**src/rtl/execPkg.sv**
```systemverilog
`default_nettype none

package execPkg;

    // Widths -----------------------------------------
    localparam int WordWidth    = 32;
    localparam int DwordWidth   = 64;
    localparam int HalfWidth    = 16;
    localparam int RegAddrWidth = 5;
    localparam int ShamtWidth   = 5;
    localparam int FuncWidth    = 6;

    typedef logic [WordWidth-1:0]    word_t;
    typedef logic [DwordWidth-1:0]   dword_t;
    typedef logic [RegAddrWidth-1:0] regAddr_t;
    typedef logic [ShamtWidth-1:0]   shamt_t;
    typedef logic [FuncWidth-1:0]    funcCode_t;

    // Function codes ---------------------------------
    localparam funcCode_t FuncSll   = 6'h00;
    localparam funcCode_t FuncSrl   = 6'h02;
    localparam funcCode_t FuncMovz  = 6'h0a;
    localparam funcCode_t FuncMovn  = 6'h0b;
    localparam funcCode_t FuncMfhi  = 6'h10;
    localparam funcCode_t FuncMflo  = 6'h12;
    localparam funcCode_t FuncMultu = 6'h19;
    // Not in SPECIAL, so free for the accumulate op
    localparam funcCode_t FuncMaddu = 6'h1d;
    localparam funcCode_t FuncAdd   = 6'h20;
    localparam funcCode_t FuncSub   = 6'h22;
    localparam funcCode_t FuncAnd   = 6'h24;
    localparam funcCode_t FuncOr    = 6'h25;
    localparam funcCode_t FuncXor   = 6'h26;
    localparam funcCode_t FuncSlt   = 6'h2a;
    localparam funcCode_t FuncClz   = 6'h3c;
    localparam funcCode_t FuncClo   = 6'h3d;

    // Stage records ----------------------------------
    typedef struct packed {
        funcCode_t Func;
        word_t     A;
        word_t     B;
        shamt_t    Shamt;
        regAddr_t  RAddr;
        logic      RegWrite;
    } execOp_t;

    typedef struct packed {
        logic Carry;
        logic Zero;
        logic Overflow;
        logic Negative;
    } aluFlags_t;

    typedef struct packed {
        logic      Valid;
        funcCode_t Func;
        regAddr_t  RAddr;
        logic      WriteEn;
        word_t     Data;
        aluFlags_t Flags;
    } aluStageOut_t;

    // Named by operand halves, A first
    typedef struct packed {
        word_t HiHi;
        word_t HiLo;
        word_t LoHi;
        word_t LoLo;
    } partials_t;

    typedef struct packed {
        regAddr_t  RAddr;
        logic      WriteEn;
        word_t     Data;
        aluFlags_t Flags;
    } execResult_t;

endpackage

`default_nettype wire

```
**src/rtl/aluStage.sv**
```systemverilog
`default_nettype none
`timescale 1ns/1ps

module aluStage (
    input  logic                  Clock,
    input  logic                  nReset,
    input  logic                  Hold,
    input  logic                  IssueValid,
    input  execPkg::execOp_t      IssueOp,
    output execPkg::aluStageOut_t AluOut
);
    import execPkg::*;

    logic [WordWidth:0] sum;
    logic [WordWidth:0] diff;
    word_t              aluData;
    aluFlags_t          flags;
    logic               writeEn;
    aluStageOut_t       next;

    function automatic word_t leadingZeros(input word_t value);
        word_t count;
        logic  found;
        count = '0;
        found = 1'b0;
        for (int i = WordWidth - 1; i >= 0; i--) begin
            if (value[i]) begin
                found = 1'b1;
            end else if (!found) begin
                count = count + 1'b1;
            end
        end
        return count;
    endfunction

    assign sum  = {1'b0, IssueOp.A} + {1'b0, IssueOp.B};
    // Carry out here means no borrow
    assign diff = {1'b0, IssueOp.A} + {1'b0, ~IssueOp.B} + 1'b1;

    // Data and flags ---------------------------------
    always_comb begin
        aluData = '0;
        flags   = '0;
        case (IssueOp.Func)
            FuncAdd: begin
                aluData        = sum[WordWidth-1:0];
                flags.Carry    = sum[WordWidth];
                flags.Overflow = (IssueOp.A[WordWidth-1] == IssueOp.B[WordWidth-1])
                               && (sum[WordWidth-1] != IssueOp.A[WordWidth-1]);
            end
            FuncSub: begin
                aluData        = diff[WordWidth-1:0];
                flags.Carry    = diff[WordWidth];
                flags.Overflow = (IssueOp.A[WordWidth-1] != IssueOp.B[WordWidth-1])
                               && (diff[WordWidth-1] != IssueOp.A[WordWidth-1]);
            end
            FuncAnd:  aluData = IssueOp.A & IssueOp.B;
            FuncOr:   aluData = IssueOp.A | IssueOp.B;
            FuncXor:  aluData = IssueOp.A ^ IssueOp.B;
            FuncSlt:  aluData = word_t'($signed(IssueOp.A) < $signed(IssueOp.B));
            FuncSll:  aluData = IssueOp.B << IssueOp.Shamt;
            FuncSrl:  aluData = IssueOp.B >> IssueOp.Shamt;
            FuncClz:  aluData = leadingZeros(IssueOp.A);
            FuncClo:  aluData = leadingZeros(~IssueOp.A);
            FuncMovn, FuncMovz: aluData = IssueOp.A;
            default:  aluData = '0;
        endcase
        flags.Zero     = (aluData == '0);
        flags.Negative = aluData[WordWidth-1];
    end

    // Write enable, conditional moves included
    always_comb begin
        case (IssueOp.Func)
            FuncMovn:             writeEn = IssueOp.RegWrite && (IssueOp.B != '0);
            FuncMovz:             writeEn = IssueOp.RegWrite && (IssueOp.B == '0);
            FuncMultu, FuncMaddu: writeEn = 1'b0;
            default:              writeEn = IssueOp.RegWrite;
        endcase
    end

    assign next = '{
        Valid:   IssueValid,
        Func:    IssueOp.Func,
        RAddr:   IssueOp.RAddr,
        WriteEn: IssueValid && writeEn,
        Data:    aluData,
        Flags:   flags
    };

    always_ff @(posedge Clock or negedge nReset) begin
        if (!nReset) begin
            AluOut <= '0;
        end else if (!Hold) begin
            AluOut <= next;
        end
    end

    // Combiner decodes Func only on valid slots
    assert property (@(posedge Clock) disable iff (!nReset)
        AluOut.Valid |-> !$isunknown(AluOut.Func));

endmodule

`default_nettype wire

```
**src/rtl/mulPartial.sv**
```systemverilog
`default_nettype none
`timescale 1ns/1ps

module mulPartial (
    input  logic               Clock,
    input  logic               nReset,
    input  logic               Hold,
    input  execPkg::word_t     A,
    input  execPkg::word_t     B,
    output execPkg::partials_t Partials
);
    import execPkg::*;

    logic [HalfWidth-1:0] aHi;
    logic [HalfWidth-1:0] aLo;
    logic [HalfWidth-1:0] bHi;
    logic [HalfWidth-1:0] bLo;
    partials_t            next;

    assign aHi = A[WordWidth-1:HalfWidth];
    assign aLo = A[HalfWidth-1:0];
    assign bHi = B[WordWidth-1:HalfWidth];
    assign bLo = B[HalfWidth-1:0];

    // Unsigned 16x16, each fits a word exactly
    always_comb begin
        next.HiHi = word_t'(aHi) * word_t'(bHi);
        next.HiLo = word_t'(aHi) * word_t'(bLo);
        next.LoHi = word_t'(aLo) * word_t'(bHi);
        next.LoLo = word_t'(aLo) * word_t'(bLo);
    end

    // Products taken every cycle, whatever the op
    always_ff @(posedge Clock or negedge nReset) begin
        if (!nReset) begin
            Partials <= '0;
        end else if (!Hold) begin
            Partials <= next;
        end
    end

endmodule

`default_nettype wire

```
**src/rtl/resultCombine.sv**
```systemverilog
`default_nettype none
`timescale 1ns/1ps

module resultCombine (
    input  logic                  Clock,
    input  logic                  nReset,
    input  logic                  Hold,
    input  execPkg::aluStageOut_t AluIn,
    input  execPkg::partials_t    Partials,
    output logic                  ResultValid,
    output execPkg::execResult_t  Result
);
    import execPkg::*;

    dword_t      product;
    dword_t      accumulator;
    dword_t      accNext;
    word_t       selData;
    aluFlags_t   selFlags;
    execResult_t next;

    // Shift-add of the partial products ---------------
    assign product = (dword_t'(Partials.HiHi) << WordWidth)
                   + ((dword_t'(Partials.HiLo) + dword_t'(Partials.LoHi)) << HalfWidth)
                   + dword_t'(Partials.LoLo);

    // HI/LO accumulator, wraps at 64 bits
    always_comb begin
        accNext = accumulator;
        if (AluIn.Valid) begin
            case (AluIn.Func)
                FuncMultu: accNext = product;
                FuncMaddu: accNext = accumulator + product;
                default:   accNext = accumulator;
            endcase
        end
    end

    // Writeback value
    always_comb begin
        case (AluIn.Func)
            FuncMfhi: selData = accumulator[DwordWidth-1:WordWidth];
            FuncMflo: selData = accumulator[WordWidth-1:0];
            default:  selData = AluIn.Data;
        endcase
    end

    // Moves from HI/LO get flags like a logical op
    always_comb begin
        if (AluIn.Func == FuncMfhi || AluIn.Func == FuncMflo) begin
            selFlags = '{
                Carry:    1'b0,
                Zero:     (selData == '0),
                Overflow: 1'b0,
                Negative: selData[WordWidth-1]
            };
        end else begin
            selFlags = AluIn.Flags;
        end
    end

    assign next = '{
        RAddr:   AluIn.RAddr,
        WriteEn: AluIn.WriteEn,
        Data:    selData,
        Flags:   selFlags
    };

    always_ff @(posedge Clock or negedge nReset) begin
        if (!nReset) begin
            ResultValid <= 1'b0;
            Result      <= '0;
            accumulator <= '0;
        end else if (!Hold) begin
            ResultValid <= AluIn.Valid;
            Result      <= next;
            accumulator <= accNext;
        end
    end

    // Held cycles must not disturb HI/LO
    assert property (@(posedge Clock) disable iff (!nReset)
        Hold |=> $stable(accumulator));

endmodule

`default_nettype wire

```
**src/rtl/executeCore.sv**
```systemverilog
`default_nettype none
`timescale 1ns/1ps

module executeCore (
    input  logic                 Clock,
    input  logic                 nReset,
    input  logic                 Hold,
    input  logic                 IssueValid,
    input  execPkg::execOp_t     IssueOp,
    output logic                 ResultValid,
    output execPkg::execResult_t Result
);
    import execPkg::*;

    aluStageOut_t aluOut;
    partials_t    partials;

    // First execute stage -------------------------------
    aluStage u_alu (
        .Clock      (Clock),
        .nReset     (nReset),
        .Hold       (Hold),
        .IssueValid (IssueValid),
        .IssueOp    (IssueOp),
        .AluOut     (aluOut)
    );

    mulPartial u_mul (
        .Clock    (Clock),
        .nReset   (nReset),
        .Hold     (Hold),
        .A        (IssueOp.A),
        .B        (IssueOp.B),
        .Partials (partials)
    );

    // Second execute stage ------------------------------
    resultCombine u_combine (
        .Clock       (Clock),
        .nReset      (nReset),
        .Hold        (Hold),
        .AluIn       (aluOut),
        .Partials    (partials),
        .ResultValid (ResultValid),
        .Result      (Result)
    );

endmodule

`default_nettype wire

```
**config.mk**
```make
export PLATFORM = sky130hd
export DESIGN_NAME = executeCore
export DESIGN_NICKNAME = d
export VERILOG_FILES = /design/src/rtl/execPkg.sv /design/src/rtl/aluStage.sv /design/src/rtl/mulPartial.sv /design/src/rtl/resultCombine.sv /design/src/rtl/executeCore.sv
export SDC_FILE = /design/constraint.sdc
export NUM_CORES = 2
export LEC_CHECK = 0
export ABC_CLOCK_PERIOD_IN_PS = 9300
export CORE_MARGIN = 2
export CORE_UTILIZATION = 40
export DETAILED_ROUTE_END_ITERATION = 8
export DONT_BUFFER_PORTS = 1
export HOLD_SLACK_MARGIN = 0.03
export PLACE_DENSITY = 0.66
export SETUP_SLACK_MARGIN = 0.4
export SYNTH_ARGS = -nofsm -noshare
export SYNTH_HDL_FRONTEND = slang
export SYNTH_SLANG_ARGS = --single-unit
export TNS_END_PERCENT = 5
```
**constraint.sdc**
```tcl
create_clock -name Clock -period 9.3 [get_ports Clock]
set_clock_uncertainty 0.15 [all_clocks]
set_input_delay 1.395 -clock Clock [delete_from_list [all_inputs] [get_ports Clock]]
set_output_delay 1.395 -clock Clock [all_outputs]
set_load 0.01 [all_outputs]
```
==> run_results.csv <==
group,metric,value,unit
route,via_per_inst,5.73,
floorplanning,core,0.164,mm^2
run_status,violations,"setup timing",
route,wl,264,mm
cts,cts_buffer_depth,3,
yosys,synthArstFlopShare,100,%
hold_path,hold_path.class,"register to register",
setup_path,reg2reg_from,"u_mul.Partials[64]",
yosys,synth_flop_cell,"dfrtp_1",
timing,tightest_slew,1280,ps
setup_path,reg2reg_to,"u_combine.accumulator[60]",
timing,layout_setup_ws,-10590,ps
yosys,synth_area_per_cell,8.03,um^2
floorplanning,fp.dieW,410,um
setup_path,cp-end-kind,"register",
placed_design,port_buffers,0,
placed_design,gp_congestion,0.998,
timing,slew_headroom,13.8,%
layout,final_util,46.7,%
setup_path,cp-startpoint,"IssueOp[73]",
setup_path,critPathMaxFanout,33,
grt,antenna_found_initial,16,
setup_path,r2r_slack,190,ps
layout,final.fill_count,16100,
setup_path,endpoint,"u_alu.AluOut[2]",
cts,numCtsBuffers,37,
yosys,synth.distinct_cells,118,
setup_path,required,9690,ps
timing,fmax,50.3,MHz
grt,grt.overflow.total,0,
timing,rsz0062_at_grt,"true",
cts,cts_root_buffer,"clkbuf_16",
yosys,synth_seq_cells,282,
layout,area_growth,16.3,%
cts,clock_sinks,282,
grt,grt_pass1_wl,387,mm
yosys,synth_edf_count,0,
floorplanning,chipHeight,410,um
placed_design,place.detailed.hpwl,199,mm
timing,setup_viol,10,
route,dr.pass1.iters,6,
floorplanning,die-area,0.168,mm^2
floorplanning,rows,149,
grt,grt_pass1_vias,61800,
setup_path,path_common_cell,"ha_1",
cts,htree_levels,2,
cts,clkTransAtPathRegs,60,ps
yosys,syn-num-nets,9786,
setup_path,cpMaxStageDelayCell,"nor4_1",
yosys,yosysWarnings,0,
route,wire_per_inst,23.9,um
cts,cts_tree,"yes",
power_and_ir_drop,leakage,0.0373,uW
timing,finalCriticalPeriod,19890,ps
floorplanning,ios,128,
power_and_ir_drop,powerDensity,414,mW/mm^2
yosys,syn_area,0.0660,mm^2
setup_path,cp.arrival,20280,ps
setup_path,crit_type,"primary input to register",
floorplanning,start_util,40.1,%
timing,tns,-95090,ps
timing,finalCritPeriodShare,214,%
cts,clk_latency,630,ps
timing,hold_violations,0,
cts,hold_buffers,0,
setup_path,r2r_cells,52,
route,antenna_left,0,
setup_path,critPathLaunchType,"primary input",
setup_path,worst_path_largest_cell_delay,350,ps
yosys,ys_seq_area_share,10.7,%
yosys,synth_cells,8222,
route,drt_iter0_drc,6294,
job,cap_violations,0,
route,drc_errors,0,
route,vias,63100,
grt,grt_max_degree,333,
layout,drive_gt1_share,16.0,%
power_and_ir_drop,vdd_drop_max,0.000962,V
run_status,status,"complete, but fails checks",
timing,slew_viol_final,0,
layout,final_nets,10300,
grt,grtUsageTotal,30.5,%
-- cell families after synthesis --
family | count (synthesis) | synth area share (%)
muxes | 263 | 4.76
AOI/OAI and AO/OA | 1549 | 14.7
xor gates and xnor gates | 406 | 6.07
and+or+nand+nor | 2678 | 17.8
adders and majority gates | 1484 | 37.0
DFF | 282 | 10.7
buffers and inverters | 1560 | 8.94
-- area by class of cell --
class | count | area [um^2] | share of cell area [%]
Timing Repair Buffer | 950 | 7280 | 9.49
Tap cell | 2189 | 2740 | 3.57
Multi-Input combinational cell | 6380 | 54100 | 70.5
Sequential cell | 282 | 7060 | 9.20
Antenna cell | 14 | 35.0 | 0.0456
Clock buffer | 43 | 990 | 1.29
Inverter | 1134 | 4270 | 5.56
Clock inverter | 24 | 273 | 0.355
-- cell usage in the layout (no fill, tap or decap), drive strengths merged, types with 65 or more instances in the layout --
cell,count
fa,781
nor3,119
o21ai,428
xor2,91
nor2,874
mux2,76
mux2i,155
ha,698
a21o,65
inv,1114
xnor2,297
nand2,1118
buf,950
o21bai,115
a21oi,472
nand3,141
dfrtp,282
-- flip-flops by register name, summed over array words and instances (netlist names) --
| register | cells |
|---|---|
| u_mul.Partials | 128 |
| u_combine.accumulator | 64 |
| u_alu.AluOut | 48 |
| u_combine.Result | 41 |
| u_combine.ResultValid | 1 |
-- cells in the mapped netlist, types with 36 or more instances --
library cell,count,share of area (%)
nand2_1,1116,6.3
inv_1,1102,6.3
nor2_1,872,5.0
fa_1,781,24
ha_1,698,13
a21oi_1,472,3.6
o21ai_0,418,3.2
clkbuf_1,303,1.7
dfrtp_1,282,11
xnor2_1,278,3.7
mux2i_1,154,2.3
nand3_1,138,1.0
o21bai_1,115,1.3
nor3_1,114,0.86
buf_1,101,0.57
xor2_1,88,1.2
mux2_2,75,1.3
a21o_1,65,0.74
nor2b_1,55,0.52
nand2b_1,52,0.49
and3_1,49,0.46
or3_1,47,0.45
a211oi_1,46,0.52
a31oi_1,46,0.44
nand4_1,44,0.42
and2_1,42,0.40
o22ai_1,37,0.35
o211ai_1,36,0.41
-- metal layers --
layer | global-route usage [%] | part of all wire, % | vias up
met3 | 9.42 | 12 | 742
li1 | - | - | 28300
met4 | 14.7 | 5.8 | 6
met2 | 45.9 | 42 | 3175
met1 | 39.6 | 40 | 30900
met5 | 0 | 0.016 | -
-- critical path, delay by kind of cell --
family | cells | cell delay [ps]
AND/OR/NAND/NOR | 43 | 4760
multiplexers | 13 | 2510
buffers and inverters | 5 | 300
AO/OA/AOI/OAI | 26 | 3600
adder cells (fa/ha/maj) | 29 | 7640
-- repair_timing --
action | in CTS | in global routing
gates resized for setup | 47 | 140
endpoints found under the hold margin | 0 | 0
buffers inserted | 0 | 18
setup endpoints to repair | 26 | 43
gates cloned | 0 | 0
pin swaps | 29 | 102
-- power by group --
part / switching (uW) / internal, uW
Combinational: 16100 / 11900
Clock: 675 / 886
Sequential: 481 / 1720
Total: 17300 / 14500
-- how the worst min path moves through the flow --
stage	start	to	slack, ps	cells past startpoint
after floorplan	u_alu.AluOut[36]	u_alu.AluOut[36]	300	2
after global placement	u_mul.Partials[125]	u_mul.Partials[125]	320	2
after detailed placement	u_mul.Partials[26]	u_mul.Partials[26]	330	2
after CTS	nReset	u_combine.accumulator[53]	330	0
after global routing	nReset	u_combine.accumulator[52]	340	0
final	u_alu.AluOut[36]	u_alu.AluOut[36]	340	2
-- metrics by stage --
step / cells / hold WS [ps] / instance area (um^2) / setup WS, ps / total power, uW
finish: 11000 / 340 / 76800 / -10590 / 31800
global route: 11000 / 341 / 76700 / -11600 / 34500
CTS: 11000 / 329 / 75900 / -10800 / 30800
detailed placement: 10900 / 329 / 74400 / -11480 / 28900
global placement: 10900 / 320 / 74400 / -11010 / 28500
floorplan: 8222 / 299 / 66200 / -10450 / 18000
No activity file was read; power rests on OpenSTA's default activity.
